**src/rv_mem_pkg.sv**
```systemverilog
`default_nettype none

package rv_mem_pkg;

  localparam int XLEN = 32;

  typedef logic [XLEN-1:0]   xlen_t;
  typedef logic [31:0]       addr_t;
  typedef logic [XLEN/8-1:0] strb_t;
  typedef logic [4:0]        reg_idx_t;

  // Writeback value source
  typedef enum logic [2:0] {
    RES_ALU  = 3'd0,
    RES_LOAD = 3'd1,
    RES_PC4  = 3'd2,
    RES_JB   = 3'd3,
    RES_CSR  = 3'd4,
    RES_M    = 3'd5
  } res_src_e;

  // Load/store funct3 encodings
  typedef enum logic [2:0] {
    LS_B  = 3'b000,
    LS_H  = 3'b001,
    LS_W  = 3'b010,
    LS_BU = 3'b100,
    LS_HU = 3'b101
  } ls_width_e;

  // addi x0, x0, 0
  localparam logic [31:0] I_NOP = 32'h0000_0013;

  typedef struct packed {
    logic      reg_write;
    logic      mem_read;
    logic      mem_write;
    res_src_e  res_src;
    logic [31:0] instr;
    reg_idx_t  rd;
    ls_width_e funct3;
    xlen_t     alu_result;
    xlen_t     rs2_data;
    xlen_t     pc_plus4;
    xlen_t     jb_target;
    xlen_t     csr_rdata;
    xlen_t     m_result;
  } ex_mem_t;

  typedef struct packed {
    logic      reg_write;
    res_src_e  res_src;
    logic [31:0] instr;
    reg_idx_t  rd;
    ls_width_e funct3;
    logic [1:0] addr_lo;
    xlen_t     alu_result;
    xlen_t     pc_plus4;
    xlen_t     jb_target;
    xlen_t     csr_rdata;
    xlen_t     m_result;
  } mem_wb_t;

  typedef struct packed {
    logic  ren;
    logic  we;
    addr_t addr;
    xlen_t wdata;
    strb_t wstrb;
  } dmem_req_t;

endpackage

`default_nettype wire

```
**src/rv_dmem_arb.sv**
```systemverilog
`timescale 1ns/1ps
`default_nettype none

module rv_dmem_arb (
  input  logic                  clk,
  input  logic                  rst_n,
  input  rv_mem_pkg::dmem_req_t pipe_req,
  input  logic                  stall,
  input  logic                  host_req,
  input  logic                  host_we,
  input  rv_mem_pkg::addr_t     host_addr,
  input  rv_mem_pkg::xlen_t     host_wdata,
  input  rv_mem_pkg::strb_t     host_wstrb,
  output rv_mem_pkg::dmem_req_t ram_req,
  output logic                  host_gnt
);

  rv_mem_pkg::dmem_req_t host_dreq;
  logic                  pipe_active;
  logic                  arb_ready;

  // Keeps the host off the RAM until reset has been released
  always_ff @(posedge clk) begin
    if (!rst_n) begin
      arb_ready <= 1'b0;
    end else begin
      arb_ready <= 1'b1;
    end
  end

  assign pipe_active = pipe_req.ren | pipe_req.we;

  // Host request as a RAM access
  always_comb begin
    host_dreq.ren   = ~host_we;
    host_dreq.we    = host_we;
    host_dreq.addr  = host_addr;
    host_dreq.wdata = host_wdata;
    host_dreq.wstrb = host_we ? host_wstrb : '0;
  end

  // Pipeline has fixed priority
  // Host only gets idle, unstalled cycles
  assign host_gnt = rst_n & arb_ready & host_req & ~pipe_active & ~stall;

  always_comb begin
    if (pipe_active) begin
      ram_req = pipe_req;
    end else if (host_gnt) begin
      ram_req = host_dreq;
    end else begin
      ram_req = '0;
    end
  end

endmodule

`default_nettype wire

```
**config.mk**
```make
export PLATFORM = sky130hd
export DESIGN_NAME = rv_dmem_arb
export DESIGN_NICKNAME = d
export VERILOG_FILES = /design/src/rv_mem_pkg.sv /design/src/rv_dmem_arb.sv
export SDC_FILE = /design/constraint.sdc
export NUM_CORES = 1
export LEC_CHECK = 0
export BUFFER_PORTS_ARGS = -buffer_cell sky130_fd_sc_hd__buf_2
export CORE_AREA = 4 4 81 83
export DETAILED_ROUTE_END_ITERATION = 10
export DIE_AREA = 0 0 85 87
export GPL_ROUTABILITY_DRIVEN = 1
export GPL_TIMING_DRIVEN = 0
export PLACE_DENSITY = 0.69
export SYNTH_ARGS = -nofsm -noshare
export SYNTH_HDL_FRONTEND = slang
export SYNTH_SLANG_ARGS = --single-unit
```
**constraint.sdc**
```tcl
create_clock -name clk -period 1.82 [get_ports clk]
set_input_delay 0.364 -clock clk [delete_from_list [all_inputs] [get_ports clk]]
set_output_delay 0.364 -clock clk [all_outputs]
set_load 0.02 [all_outputs]
```
### Word level (Yosys, flattened, before mapping)

Cells that the tools add are included.
Widths: inputs -> output; s select.

| storage, ports and cells | value |
|---|---|
| bits in registers | 1 |
| word-level logic and storage cells | 13 |
| input port bits | 143 |
| output and inout bits | 71 |

| cells by class | value |
|---|---|
| mux-type cells | 4 |
| bitwise gates (word level) | 8 |

Operators with widths:

| kind | number |
|---|---|
| $mux 70 | 2 |
| $and 1x1->1 | 4 |
| $mux 4 | 1 |
| $not 1->1 | 3 |
| $mux 1 | 1 |
| $or 1x1->1 | 1 |

### Longest topological paths before layout

Gate-level depths: netlist of the first run.

| depth | value |
|---|---|
| word-level depth | 6 |
| mapped depth | 5 |
| mapped depth without buffers | 2 |

### Worst setup path before layout of the first run

OpenSTA, ideal clock, no wires.

| timing path | value |
|---|---|
| path type | input to output |
| from | in stall |
| to | out ram_req[69] (netlist name) |
| slack | -0.058 ns |
| buffers on the path | 1 |
| required time | 1.456 ns |
| stages on the path | 3 |
| data arrival time | 1.514 ns |
| cell sequence | nand4b_1 -> buf_2 -> o31ai_1 |

RTL lines:

| item | RTL line | RTL |
|---|---|---|
| start, declared | rv_dmem_arb.sv:8 | `input logic stall,` |
| end, declared | rv_dmem_arb.sv:14 | `output rv_mem_pkg::dmem_req_t ram_req,` |

==> results_dict.tcl, run 1 <==
set metrics [dict create \
    grtUsageMet3 0.0303 \
    drt_iter0_drc 58 \
    crit_required_ns 1.46 \
    cp-start-kind "input port" \
    hold_viol_final 0 \
    grt_overflow 0 \
    slowest_delay_ns 0.29 \
    placed_cells 529 \
    routed_wl_um 7710 \
    die_h_um 87 \
    final_common_cell "buf_2" \
    yosysTopAreaCellShare 0.316 \
    core_area_um2 5850 \
    crit_family "buffers and inverters" \
    hold_ws_ns 0.490 \
    antenna_cells 0 \
    ys_types 15 \
    setup_slack_ns -0.0320 \
    critPathBufInv 4 \
    vias 2614 \
    slew_headroom 0.752 \
    hold_path.class "input port to flip-flop" \
    nFillCells 582 \
    final_cell_mix "buf_2, o21ai_0, inv_1" \
    status "finished, violations left" \
    drc 0 \
    violations "setup timing" \
    ant_nets 0 \
    dieArea_um2 7400 \
    grt_max_degree 11 \
    netlist_instances 241 \
    yosysSeqAreaShare 0.0140 \
    row_count 28 \
    fp.dieW_um 85 \
    cts.clk_slew.worst_paths_ns 0 \
    antenna_found_initial 0 \
    setup_viol 2 \
    grt_pass1_wl_um 10500 \
    largestRegisters "arb_ready x1" \
    finalCritPeriodShare 1.02 \
    cp_max_fo 10 \
    end_kind "primary output" \
    largest-register "arb_ready" \
    area_growth_pct 118 \
    min_period_ns 1.85 \
    first_global_vias 2363 \
    vias_per_cell 4.90 \
    synth_area_leaders "o31ai_1, o21ai_0, inv_1" \
    cp_slowest_cell "o31ai_2" \
    largest_reg_flops 1 \
    worstPathArrival_ns 1.49 \
    drtPass1Iterations 4 \
    syn-num-nets 384 \
    worst_pin_slew_ns 0.372 \
    fmax_mhz 540 \
    track_usage 0.164 \
    finalWeightedCongestion 0.834 \
    ir_worst_vdd_mv 0.159 \
    yosys_warnings 0 \
    grt_busiest_layer "met2" \
    synth_top_area_cell "o31ai_1" \
    met1_usage 0.197 \
    ioPinCount 214 \
    power_density_nw_per_um2 263 \
    final_cells 533 \
    fin_nets 603 \
    p_leak_nw 1.67 \
    crit_chain "buf_2, nand4b_1, buf_6, clkbuf_4, o31ai_2, buf_4" \
    use_met2 0.309 \
    rsz0062_at_grt "true" \
    drv_slew 0 \
    synth-seq-cells 1 \
    synthesis.area_um2 1430 \
    critPathKind "input port to primary output" \
    portBuffers 213 \
    drv_cap 0 \
    wl_per_cell_um 14.5 \
    avgSynthCellArea_um2 5.92 \
    initial_utilization 0.244 \
    drive_above_1_share 0.627 \
    dp.final_hpwl_um 5940 \
]
[Yosys cell counts]
library cell  instances
inv_1                65
or2_1                 1
buf_6                 2
nor2_1                1
buf_2                 8
o31ai_1              60
dfxtp_1               1
o31ai_4               9
buf_1                 1
o21ai_0              68
nand2b_1              1
clkbuf_1             18
o21bai_1              1
nand2_1               4
nand4b_1              1
[path summary, 6_finish.rpt]
path              startpoint          to  slack, ns  depth (start not counted)
setup / recovery       stall  ram_req[1]      -0.03                          6
hold / removal         rst_n   arb_ready       0.49                          1
[layer usage]
metal,vias up,part of all wire
met1,1201,0.36
met3,4,0.080
met4,0,0.0069
met2,127,0.55
met5,-,0
li1,1282,-
[kinds of logic (layout without fill, tap and decap cells)]
logic type             count (synthesis)  count (layout)  share of synthesized area
AND/OR/NAND/NOR                        8               8                     0.0280
flip-flops                             1               1                     0.0140
buffers and inverters                 94             311                      0.265
AO/OA/AOI/OAI                        138             138                      0.693
[repair_timing]
item | 4_1_cts | 5_1_grt
buffers inserted | 2 | 1
resized for setup | 47 | 88
endpoints found under the setup margin | 71 | 62
pin swaps | 1 | 2
gates cloned | 0 | 2
hold buffers | 0 | 0
[layout make-up]
type                            instances  area (um2)  area share
Inverter                               65         244      0.0783
Multi-Input combinational cell        146        1260       0.404
Tap cell                               75        93.8      0.0301
Sequential cell                         1        20.0     0.00643
Timing Repair Buffer                  218        1310       0.420
Buffer                                 28         190      0.0610
[stage by stage]
step	setup TNS [ns]	util	setup WS (ns)	instance area [um2]	total power, mW
2_1_floorplan	-1.66	-	-0.0359	1440	0.391
5_1_grt	-0.804	0.533	-0.0723	3120	0.883
6_report	-0.0381	0.533	-0.0320	3120	0.820
3_3_place_gp	-20.63	0.445	-0.382	2600	0.673
4_1_cts	-0.0000181	0.471	-0.0000181	2760	0.724
3_5_place_dp	-19.88	0.445	-0.384	2600	0.682
[power breakdown]
part | switching (mW) | leakage, nW | internal (mW) | total (mW)
Clock | 0 | 0 | 0 | 0
Combinational | 0.436 | 1.66 | 0.360 | 0.796
Sequential | 0.000331 | 0.00844 | 0.0236 | 0.0239
(Power assumes the default switching activity.)
==> run 2, diff against run 1 <==
--- a/config.mk
+++ b/config.mk
@@ -12,6 +12,7 @@
 export GPL_ROUTABILITY_DRIVEN = 1
 export GPL_TIMING_DRIVEN = 0
 export PLACE_DENSITY = 0.69
+export SETUP_SLACK_MARGIN = 0.3
 export SYNTH_ARGS = -nofsm -noshare
 export SYNTH_HDL_FRONTEND = slang
 export SYNTH_SLANG_ARGS = --single-unit
==> results_dict.tcl, run 2 (synthesized netlist as in run 1, its figures left out) <==
set metrics [dict create \
    area_growth_pct 210 \
    final_common_cell "buf_2" \
    antenna_cells 0 \
    track_usage 0.211 \
    die_h_um 87 \
    wl_per_cell_um 17.1 \
    finalWeightedCongestion 0.793 \
    dieArea_um2 7400 \
    violations "setup timing" \
    status "finished, violations left" \
    first_global_vias 2688 \
    vias 2730 \
    critPathKind "input port to primary output" \
    hold_ws_ns 0.487 \
    power_frac_seq 0.020 \
    min_period_ns 1.87 \
    rsz0062_at_grt "true" \
    fmax_mhz 535 \
    cts.clk_slew.worst_paths_ns 0 \
    ir_worst_vdd_mv 0.148 \
    setup_slack_ns -0.0508 \
    fin_nets 617 \
    drv_cap 0 \
    p_total_mw 1.19 \
    drtPass1Iterations 6 \
    ant_nets 0 \
    ioPinCount 214 \
    slew_headroom 0.694 \
    drv_slew 0 \
    final_cell_mix "buf_2, buf_6, o31ai_4" \
    largestRegisters "arb_ready x1" \
    hold_viol_final 0 \
    placed_area_um2 3460 \
    dp.final_hpwl_um 6490 \
    portBuffers 213 \
    power_density_nw_per_um2 268 \
    worst_pin_slew_ns 0.460 \
    cp-start-kind "input port" \
    crit_required_ns 1.46 \
    hold_buffers 0 \
    combPwrFrac 0.980 \
    routed_wl_um 9330 \
    drc 0 \
    intPower_mw 0.587 \
    p_leak_nw 2.04 \
    core_area_um2 5850 \
    vias_per_cell 4.99 \
    largest_reg_flops 1 \
    cp_max_fo 5 \
    end_kind "primary output" \
    largest-register "arb_ready" \
    fp.dieW_um 85 \
    row_count 28 \
    finalCritPeriodShare 1.03 \
    fin_area_um2 4430 \
    clkPwrFrac 0 \
    hold_path.class "input port to flip-flop" \
    initial_utilization 0.244 \
    p_switching_mw 0.600 \
    worstPathArrival_ns 1.51 \
    drt_iter0_drc 70 \
    drive_above_1_share 0.684 \
    setup_viol 25 \
    fin_util 0.757 \
    grt_overflow 0 \
    antenna_found_initial 0 \
    swShare 0.506 \
    grt_pass1_wl_um 13100 \
    grt_max_degree 11 \
]
-- run 2: path summary, 6_finish.rpt --
path / start / endpoint / slack (ns) / cells after the start
min: rst_n / arb_ready / 0.49 / 1
max: pipe_req[69] / ram_req[7] / -0.05 / 7
-- run 2: stage by stage --
step | cells | TNS, ns | worst slack, ns
floorplan | 241 | 0 | 0.106
global placement | 529 | -20.69 | -0.347
detailed placement | 529 | -20.47 | -0.345
CTS | 539 | -0.662 | -0.0368
global route | 547 | -2.16 | -0.0702
finish | 547 | -0.328 | -0.0508
-- run 2: area by class of cell --
type                       instances  area, um2
inverter                          65        244
timing repair buffer             231       1840
buffer                            29        342
multi-input combinational        146       1890
sequential                         1       20.0
fill                             393       1420
tap                               75       93.8
-- run 2: power by group through the flow --
stage,sequential (mW),combinational (mW),clock [mW]
after global routing,0.0239,1.23,0
after detailed placement,0.0238,0.877,0
final,0.0238,1.16,0
after floorplan,0.0238,0.575,0
after global placement,0.0238,0.864,0
after CTS,0.0238,1.07,0
-- run 2: timing repair --
| action | CTS | global route |
|---|---|---|
| setup buffers | 9 | 2 |
| resized for setup | 184 | 80 |
| setup endpoints to repair | 71 | 71 |
| pin swaps | 4 | 14 |
| cloned | 1 | 6 |
-- run 2: critical path, stage by stage --
cell     delay [ns]
buf_12         0.10
or2_1          0.23
buf_6          0.14
buf_12         0.14
buf_8          0.13
o31ai_4        0.22
buf_6          0.17
-- run 2: metal layers --
layer | up-vias | track usage | part of all wire
met4 | 0 | 0.0388 | 0.019
met2 | 151 | 0.406 | 0.56
li1 | 1315 | - | -
met1 | 1250 | 0.237 | 0.34
met5 | - | 0 | 0
met3 | 14 | 0.0501 | 0.076
