### src/rv_mem_pkg.sv
`default_nettype none

package rv_mem_pkg;

  localparam int XLEN = 32;

  typedef logic [XLEN-1:0]   xlen_t;
  typedef logic [31:0]       addr_t;
  typedef logic [XLEN/8-1:0] strb_t;
  typedef logic [4:0]        reg_idx_t;

  // Writeback value source
  typedef enum logic [2:0] {
    RES_ALU  = 3'd0,
    RES_LOAD = 3'd1,
    RES_PC4  = 3'd2,
    RES_JB   = 3'd3,
    RES_CSR  = 3'd4,
    RES_M    = 3'd5
  } res_src_e;

  // Load/store funct3 encodings
  typedef enum logic [2:0] {
    LS_B  = 3'b000,
    LS_H  = 3'b001,
    LS_W  = 3'b010,
    LS_BU = 3'b100,
    LS_HU = 3'b101
  } ls_width_e;

  // addi x0, x0, 0
  localparam logic [31:0] I_NOP = 32'h0000_0013;

  typedef struct packed {
    logic      reg_write;
    logic      mem_read;
    logic      mem_write;
    res_src_e  res_src;
    logic [31:0] instr;
    reg_idx_t  rd;
    ls_width_e funct3;
    xlen_t     alu_result;
    xlen_t     rs2_data;
    xlen_t     pc_plus4;
    xlen_t     jb_target;
    xlen_t     csr_rdata;
    xlen_t     m_result;
  } ex_mem_t;

  typedef struct packed {
    logic      reg_write;
    res_src_e  res_src;
    logic [31:0] instr;
    reg_idx_t  rd;
    ls_width_e funct3;
    logic [1:0] addr_lo;
    xlen_t     alu_result;
    xlen_t     pc_plus4;
    xlen_t     jb_target;
    xlen_t     csr_rdata;
    xlen_t     m_result;
  } mem_wb_t;

  typedef struct packed {
    logic  ren;
    logic  we;
    addr_t addr;
    xlen_t wdata;
    strb_t wstrb;
  } dmem_req_t;

endpackage

`default_nettype wire

### src/rv_st_fmt.sv
`timescale 1ns/1ps
`default_nettype none

module rv_st_fmt (
  input  rv_mem_pkg::xlen_t     data_in,
  input  logic [1:0]            addr_lo,
  input  rv_mem_pkg::ls_width_e funct3,
  input  logic                  mem_write,
  output rv_mem_pkg::xlen_t     data_out,
  output rv_mem_pkg::strb_t     wstrb
);

  rv_mem_pkg::strb_t lane_strb;

  // Replicate the store operand so every lane carries it,
  // the strobes then pick the lanes actually written
  always_comb begin
    case (funct3)
      rv_mem_pkg::LS_B, rv_mem_pkg::LS_BU: begin
        data_out  = {4{data_in[7:0]}};
        lane_strb = 4'b0001 << addr_lo;
      end
      rv_mem_pkg::LS_H, rv_mem_pkg::LS_HU: begin
        data_out  = {2{data_in[15:0]}};
        lane_strb = addr_lo[1] ? 4'b1100 : 4'b0011;
      end
      default: begin
        data_out  = data_in;
        lane_strb = 4'b1111;
      end
    endcase
  end

  // No lanes enabled unless this is a store
  assign wstrb = mem_write ? lane_strb : '0;

endmodule

`default_nettype wire

### src/rv_ld_fmt.sv
`timescale 1ns/1ps
`default_nettype none

module rv_ld_fmt (
  input  rv_mem_pkg::xlen_t     data_in,
  input  logic [1:0]            addr_lo,
  input  rv_mem_pkg::ls_width_e funct3,
  output rv_mem_pkg::xlen_t     data_out
);

  rv_mem_pkg::xlen_t shifted;
  logic [7:0]        ld_byte;
  logic [15:0]       ld_half;

  // Bring the addressed lane down to bit 0
  assign shifted = data_in >> {addr_lo, 3'b000};
  assign ld_byte = shifted[7:0];
  assign ld_half = shifted[15:0];

  always_comb begin
    case (funct3)
      rv_mem_pkg::LS_B: begin
        data_out = {{24{ld_byte[7]}}, ld_byte};
      end
      rv_mem_pkg::LS_H: begin
        data_out = {{16{ld_half[15]}}, ld_half};
      end
      rv_mem_pkg::LS_BU: begin
        data_out = {24'b0, ld_byte};
      end
      rv_mem_pkg::LS_HU: begin
        data_out = {16'b0, ld_half};
      end
      default: begin
        // Word loads are aligned, pass the raw word
        data_out = data_in;
      end
    endcase
  end

endmodule

`default_nettype wire

### src/rv_stage_mem.sv
`timescale 1ns/1ps
`default_nettype none

module rv_stage_mem (
  input  logic                  clk,
  input  logic                  rst_n,
  input  logic                  mem_wb_stall,
  input  rv_mem_pkg::ex_mem_t   ex_mem,
  input  rv_mem_pkg::xlen_t     ram_rdata,
  output rv_mem_pkg::dmem_req_t pipe_req,
  output rv_mem_pkg::xlen_t     result_mem,
  output rv_mem_pkg::mem_wb_t   mem_wb,
  output rv_mem_pkg::xlen_t     load_data_wb
);

  rv_mem_pkg::xlen_t   st_wdata;
  rv_mem_pkg::strb_t   st_wstrb;
  rv_mem_pkg::mem_wb_t mem_wb_next;

  // Store data goes out on the byte lanes picked by the address
  rv_st_fmt u_st_fmt (
    .data_in  (ex_mem.rs2_data),
    .addr_lo  (ex_mem.alu_result[1:0]),
    .funct3   (ex_mem.funct3),
    .mem_write(ex_mem.mem_write),
    .data_out (st_wdata),
    .wstrb    (st_wstrb)
  );

  // RAM request from the EX/MEM fields
  always_comb begin
    pipe_req.ren   = ex_mem.mem_read;
    pipe_req.we    = ex_mem.mem_write;
    pipe_req.addr  = ex_mem.alu_result;
    pipe_req.wdata = st_wdata;
    pipe_req.wstrb = st_wstrb;
  end

  // Forwarding result, loads are not ready until WB
  assign result_mem = (ex_mem.res_src == rv_mem_pkg::RES_M) ? ex_mem.m_result
                                                             : ex_mem.alu_result;

  // Next MEM/WB contents
  always_comb begin
    mem_wb_next.reg_write  = ex_mem.reg_write;
    mem_wb_next.res_src    = ex_mem.res_src;
    mem_wb_next.instr      = ex_mem.instr;
    mem_wb_next.rd         = ex_mem.rd;
    mem_wb_next.funct3     = ex_mem.funct3;
    mem_wb_next.addr_lo    = ex_mem.alu_result[1:0];
    mem_wb_next.alu_result = ex_mem.alu_result;
    mem_wb_next.pc_plus4   = ex_mem.pc_plus4;
    mem_wb_next.jb_target  = ex_mem.jb_target;
    mem_wb_next.csr_rdata  = ex_mem.csr_rdata;
    mem_wb_next.m_result   = ex_mem.m_result;
  end

  // MEM/WB register, bubbles in as a NOP
  always_ff @(posedge clk) begin
    if (!rst_n) begin
      mem_wb       <= '0;
      mem_wb.instr <= rv_mem_pkg::I_NOP;
    end else if (!mem_wb_stall) begin
      mem_wb <= mem_wb_next;
    end
  end

  // The RAM word lands one cycle after the read, together with mem_wb,
  // so the lane select uses the registered funct3 and address bits
  rv_ld_fmt u_ld_fmt (
    .data_in (ram_rdata),
    .addr_lo (mem_wb.addr_lo),
    .funct3  (mem_wb.funct3),
    .data_out(load_data_wb)
  );

endmodule

`default_nettype wire

### config.mk
export PLATFORM = sky130hd
export DESIGN_NAME = rv_stage_mem
export DESIGN_NICKNAME = d
export VERILOG_FILES = /design/src/rv_mem_pkg.sv /design/src/rv_st_fmt.sv /design/src/rv_ld_fmt.sv /design/src/rv_stage_mem.sv
export SDC_FILE = /design/constraint.sdc
export NUM_CORES = 1
export LEC_CHECK = 0
export ABC_AREA = 1
export BUFFER_PORTS_ARGS = -buffer_cell sky130_fd_sc_hd__buf_4
export CAP_MARGIN = 20
export CORE_AREA = 5 5 238 240
export DETAILED_ROUTE_END_ITERATION = 10
export DIE_AREA = 0 0 243 245
export HOLD_SLACK_MARGIN = 0.1
export SETUP_SLACK_MARGIN = 0.05
export SLEW_MARGIN = 20
export SYNTH_ARGS = -nofsm -noshare
export SYNTH_HDL_FRONTEND = slang
export SYNTH_HIERARCHICAL = 1
export SYNTH_SLANG_ARGS = --single-unit
### constraint.sdc
create_clock -name clk -period 1.55 [get_ports clk]
set_input_delay 0.31 -clock clk [delete_from_list [all_inputs] [get_ports clk]]
set_output_delay 0.31 -clock clk [all_outputs]
set_load 0.02 [all_outputs]
== After elaboration in Yosys (flattened, before gate mapping) ==
Index checks and enable logic that the tools add are counted.

* Add/sub/neg operators: 0
* Bitwise gates (word level): 0
* Divide/modulo/power cells: 0
* Eq/ne operators: 7
* Order comparisons: 0
* $mul: 0
* Reduce and logical (&&, ||, !) cells: 4
* Mux-type cells: 6
* Shift-type cells: 2

{| class="wikitable"
|+ Operators by type and width
! kind !! number
|-
| $pmux W32 S4 || 1
|-
| $pmux W32 S2 || 1
|-
| $mux W32 || 1
|-
| $shr A32 B5 Y16 || 1
|-
| $eq A3 B3 Y1 const B || 5
|-
| $mux W4 || 2
|-
| $pmux W4 S2 || 1
|-
| $eq A3 B1 Y1 const B || 2
|-
| $logic_not A3 Y1 || 2
|-
| $reduce_or A2 Y1 || 2
|-
| $shl A1 B2 Y4 const A || 1
|}

* RAM bits: 0
* Output and inout port bits: 340
* Memories kept: 0
* Bits in read-only memories: 0
* Latch bits: 0
* Logic and storage cells: 30
* Register bits after elaboration: 206
* Input bits: 273

== Logic depth before layout (Yosys ltp) ==
* Depth in word-level cells: 4
* Gate-level depth with buffers: 10
* Gate-level depth less buffers: 8

== Cells and area by module ==
The synthesis kept the hierarchy.

{| class="wikitable"
|+ By module, submodules not included
! module !! cells each !! area an instance (um2) !! seq. area each (um2) !! times used
|-
| rv_stage_mem || 1,032 || 7,840.0 || 4,083.9 || 1
|-
| rv_ld_fmt || 210 || 1,017.2 || 0.0 || 1
|-
| rv_st_fmt || 100 || 501.7 || 0.0 || 1
|}

== Worst setup path after synthesis ==
No wires, ideal clock.

* Path type: register to output
* Start: register mem_wb[129] (netlist name)
* End: output port load_data_wb[17]
* Buffers on the path: 3
* Data required time: 1.240 ns
* Arrival: 1.378 ns
* Cell stages (with the launch flop): 10
* Setup slack: -0.138 ns
* Cell sequence: dfxtp_1 -> buf_6 -> inv_4 -> buf_6 -> nand3_4 -> nand3_4 -> nand2_4 -> inv_4 -> buf_12 -> nand2_2

{| class="wikitable"
|+ RTL lines
! element !! RTL line !! RTL
|-
| to (decl) || rv_stage_mem.sv:13 || <nowiki>output rv_mem_pkg::xlen_t load_data_wb</nowiki>
|}

== Final worst setup path ==
* Start: register mem_wb[160] (netlist bit)
* End: output port load_data_wb[28]

* Cells in the longest elaborated chain, start to end: 2

{| class="wikitable"
|+ RTL lines
! element !! RTL line !! RTL
|-
| from (decl) || rv_stage_mem.sv:12 || <nowiki>output rv_mem_pkg::mem_wb_t mem_wb,</nowiki>
|-
| from (signal assigned) || rv_stage_mem.sv:64 || <nowiki>mem_wb <= mem_wb_next;</nowiki>
|-
| $shr A32 B5 Y16 || rv_ld_fmt.sv:16 || <nowiki>assign shifted = data_in >> {addr_lo, 3'b000};</nowiki>
|-
| $pmux W32 S4 || rv_ld_fmt.sv:21 || <nowiki>case (funct3)</nowiki>
|}

No other way between the ends.

==> results_tabular.tex <==
\begin{tabular}{lr}
\hline
Metric & Value \\
\hline
\multicolumn{2}{l}{\textbf{Placed design}} \\
\quad Post-DP HPWL & about 34000 microns \\
\quad Routability-driven placement congestion ratio & about 0.89 \\
\quad IO Port Bufs & 610 \\
\quad Area post-placement & 14600 sq um \\
\multicolumn{2}{l}{\textbf{Routing}} \\
\quad DRT iter0 DRCs & 556 \\
\quad Routed wirelength normalized by instance count & between 15 and 20 microns \\
\quad ANT nets after route & 0 \\
\quad Vias after detailed routing & 12000 \\
\quad First-pass iteration count of the detailed router & 5 \\
\quad Routed wire length & just under 50000 microns \\
\quad Post-route DRC violation count & 0 \\
\quad Via density per instance & 4.21 \\
\multicolumn{2}{l}{\textbf{STA}} \\
\quad Worst hold margin & around 170 ps \\
\quad Worst slew pin tran & 560 ps \\
\quad Endpoints failing setup & 37 \\
\quad Final Hold Viols & 0 \\
\quad RSZ-0062 raised after global routing & yes \\
\quad Fmax achieved & approximately 480 MHz \\
\quad Clock period minus worst slack & 2100 ps \\
\quad Post-layout worst setup margin & -552 ps \\
\quad Final Skew & 0 ps \\
\quad Worst slew slack as a fraction of its limit & 62.7\% \\
\quad Setup total negative slack & -16730 ps \\
\quad Ratio of final minimum period to clock period & 136\% \\
\quad Max-slew violation total from the final report & 0 \\
\multicolumn{2}{l}{\textbf{Setup path}} \\
\quad Crit path kind & flop to output pin \\
\quad Critical path capture point type & output pin \\
\quad Biggest fanout along the worst timing path & 7 \\
\quad Reg2reg path depth & 5 \\
\quad Required time of the critical path & 1240 ps \\
\quad Data arrival time of the critical path & 1790 ps \\
\quad Reg2reg setup slack & 490 ps \\
\quad Critical path launch point type & flop \\
\quad Reg-to-reg critical path endpoint & mem\_wb[163]\$\_SDFFE\_PN0N\_ \\
\quad Reg2reg start & mem\_wb[163]\$\_SDFFE\_PN0N\_ \\
\multicolumn{2}{l}{\textbf{Clock network}} \\
\quad Largest buffer count on any clock path & 3 \\
\quad H-tree lvl count & 1 \\
\quad Total clock sinks & 204 \\
\quad Clock tree from TritonCTS & yes \\
\quad Insertion delay of the later-clocked pin in the worst-skew pair & 540 ps \\
\quad Clock-pin slew on the worst setup and hold paths & around 60 ps \\
\quad Root buffer cell & sky130\_fd\_sc\_hd\_\_clkbuf\_16 \\
\quad Number of buffers added by the clock tree synthesis step & 26 \\
\multicolumn{2}{l}{\textbf{Synthesis}} \\
\quad Gate count of the mapped netlist & 1342 \\
\quad Flop and latch count out of synthesis & 204 \\
\quad Count of synthesis-stage warnings from yosys & 6 \\
\quad Async set-reset flop share out of synthesis & 0\% \\
\quad Share of the synthesized area in the top cell type & 43.6\% \\
\quad Number of nets in the synthesized netlist & 1615 \\
\quad Predominant post-synthesis flop cell & sky130\_fd\_sc\_hd\_\_dfxtp\_1 \\
\quad Mapped cell area & 9360 sq um \\
\quad Synthesized area per cell & 6.97 sq um \\
\quad Top post-synthesis cells by area & sky130\_fd\_sc\_hd\_\_dfxtp\_1 44\%, sky130\_fd\_sc\_hd\_\_nor2\_1 17\%, sky130\_fd\_sc\_hd\_\_o21ai\_0 11\% \\
\quad Most area-hungry cell type in the Yosys netlist & sky130\_fd\_sc\_hd\_\_dfxtp\_1 \\
\quad Count of flip-flops with a built-in enable after synthesis & 0 \\
\quad Distinct cell type count of the synthesized netlist & 28 \\
\quad Proportion of synthesized chip area in sequential cells & 43.6\% \\
\multicolumn{2}{l}{\textbf{Floorplanning}} \\
\quad Die outline area & 59500 sq um \\
\quad Die boundary width & around 240 microns \\
\quad Core Area & 54400 sq um \\
\quad Number of ports placed on the die boundary & 613 \\
\quad Die extent in y & around 250 microns \\
\quad Initial standard-cell utilization of the core & 17.2\% \\
\quad Count of standard-cell rows & 86 \\
\multicolumn{2}{l}{\textbf{Final layout}} \\
\quad Number of flip-flops in the largest register & 204 \\
\quad Layout-stage area growth over the synthesis result & 94.4\% \\
\quad Top library cells by usage in the layout, fill and taps aside & 608 x sky130\_fd\_sc\_hd\_\_buf\_4, 419 x sky130\_fd\_sc\_hd\_\_nor2\_1, 201 x sky130\_fd\_sc\_hd\_\_o21ai\_0 \\
\quad Number of nets in the final layout & 2391 \\
\quad Total of fill cells in the finished design & 5637 \\
\quad Most frequent standard cell in the layout excluding fill and tap cells & sky130\_fd\_sc\_hd\_\_buf\_4 \\
\quad Post-route standard cell area excluding fillers & 18200 sq um \\
\quad Top flop regs & mem\_wb: 204 flops \\
\quad Register with the most flip-flops & mem\_wb \\
\quad Fraction of layout instances using a drive strength above 1 & between 30\% and 40\% \\
\multicolumn{2}{l}{\textbf{Run status}} \\
\quad Failing checks & negative setup slack \\
\quad Result of the run & finished with violations \\
\multicolumn{2}{l}{\textbf{Hold path}} \\
\quad Kind of path behind the tightest hold check & input pin to flop \\
\quad Hold depth & 4 \\
\quad Hold Crit Endpoint & mem\_wb[200]\$\_SDFFE\_PN0N\_ \\
\quad Startpoint of the worst hold path & ex\_mem[230] \\
\multicolumn{2}{l}{\textbf{Power and ir drop}} \\
\quad Design Power & 16.8 mW \\
\quad Internal & $\sim$11 mW \\
\quad Switching power & 5.34 mW \\
\quad Switching part of the total power & 31.8\% \\
\quad Reported leakage power & 8.77 nW \\
\quad Comb pwr share & 30.2\% \\
\quad Clock share of power & 35.0\% \\
\quad Worst IR drop on VDD & 823 uV \\
\quad Power share of the sequential group & a little over a third \\
\quad PD cells & 923 nW/um\^{}2 \\
\multicolumn{2}{l}{\textbf{Global route}} \\
\quad GRT Overall Usage & 14.7\% \\
\quad First-pass GRT wire length & 69400 microns \\
\quad Vias in the first global route & approximately 12000 \\
\quad Largest net degree at the start of global routing & 97 \\
\quad Total overflow reported by the global router & 0 \\
\quad Initial antenna violation count & 0 \\
\multicolumn{2}{l}{\textbf{Run}} \\
\quad Max capacitance violation total & 0 \\
\hline
\end{tabular}
cell usage after synthesis (6+ instances only):
library cell,n
sky130_fd_sc_hd__buf_4,52
sky130_fd_sc_hd__clkbuf_1,45
sky130_fd_sc_hd__o211ai_1,6
sky130_fd_sc_hd__o21ai_1,13
sky130_fd_sc_hd__nand2_2,13
sky130_fd_sc_hd__a21oi_1,6
sky130_fd_sc_hd__nand4_1,40
sky130_fd_sc_hd__nand3_1,28
sky130_fd_sc_hd__o21ai_0,205
sky130_fd_sc_hd__dfxtp_1,204
sky130_fd_sc_hd__buf_6,24
sky130_fd_sc_hd__nand2_1,219
sky130_fd_sc_hd__inv_1,20
sky130_fd_sc_hd__nor2_1,428
sky130_fd_sc_hd__buf_2,16
metrics by stage:
step | setup WS [ps] | std cells | utilization (%)
2_1_floorplan | -15.8 | 1342 | -
3_3_place_gp | -98.3 | 2573 | 26.7
3_5_place_dp | -106 | 2573 | 26.7
4_1_cts | -568 | 2833 | 32.9
5_1_grt | -640 | 2842 | 33.4
6_report | -552 | 2843 | 33.4
cell families (layout without fill, tap and decap cells):
group / after synthesis / after routing / synth area share, %
buf+inv: 170 / 966 / 11.5
other cells: 0 / 1 / 0
simple gates: 738 / 738 / 32.4
compound gates: 230 / 230 / 12.5
flops: 204 / 204 / 43.6
worst max-delay path, cell delays in order, from the launching register on:
cell                      delay [ps]
sky130_fd_sc_hd__dfxtp_4         430
sky130_fd_sc_hd__inv_8            60
sky130_fd_sc_hd__nand2_2          80
sky130_fd_sc_hd__nand3_4          80
sky130_fd_sc_hd__nand3_4         100
sky130_fd_sc_hd__nand2_4          70
sky130_fd_sc_hd__inv_8            80
sky130_fd_sc_hd__buf_12          150
sky130_fd_sc_hd__nand2_4          60
sky130_fd_sc_hd__buf_6           120
layer usage:
metal / vias to the layer above / GRT usage, % / routed length (microns)
met2: 602 / 25.0 / 22800
met4: 0 / 7.51 / 2750
li1: 5814 / - / -
met1: 5450 / 16.7 / 18200
met3: 116 / 4.39 / 4370
met5: - / 0 / 0
cell type report:
type,instances,area [sq um],share of cell area [%]
sequential,204,4100,22.5
antenna,1,2.50,0.0138
multi-input combinational,968,4460,24.5
clock inverter,10,95.1,0.523
clock buffer,38,726,3.99
tap,704,881,4.84
inverter,26,140,0.770
timing repair buffer,892,7790,42.8
what timing repair did:
item | 4_1_cts | 5_1_grt
hold buffers | 198 | 0
hold endpoints to repair | 197 | 0
cloned | 5 | 3
pin swaps | 8 | 21
gates resized for setup | 107 | 40
setup endpoints to repair | 44 | 71
buffers inserted | 9 | 6
worst max-delay path by stage:
stage,startpoint,end,slack (ps),depth (start not counted)
3_5_place_dp,mem_wb[160]$_SDFFE_PN0N_,load_data_wb[21],-110,10
6_report,mem_wb[160]$_SDFFE_PN0N_,load_data_wb[28],-550,9
4_1_cts,mem_wb[160]$_SDFFE_PN0N_,load_data_wb[8],-570,8
2_1_floorplan,mem_wb[129]$_SDFFE_PN0N_,load_data_wb[17],-20,9
5_1_grt,mem_wb[160]$_SDFFE_PN0N_,load_data_wb[24],-640,9
3_3_place_gp,mem_wb[160]$_SDFFE_PN0N_,load_data_wb[31],-100,10
power by group through the flow:
stage / registers (mW) / clock network [mW] / logic [mW]
after floorplan: 6.36 / 0 / 1.72
after global placement: 5.92 / 0 / 4.26
after detailed placement: 5.94 / 0 / 4.26
after CTS: 5.83 / 6.09 / 4.97
after global routing: 5.88 / 6.32 / 5.38
final: 5.83 / 5.88 / 5.08
No activity file was read; power rests on OpenSTA's default activity.
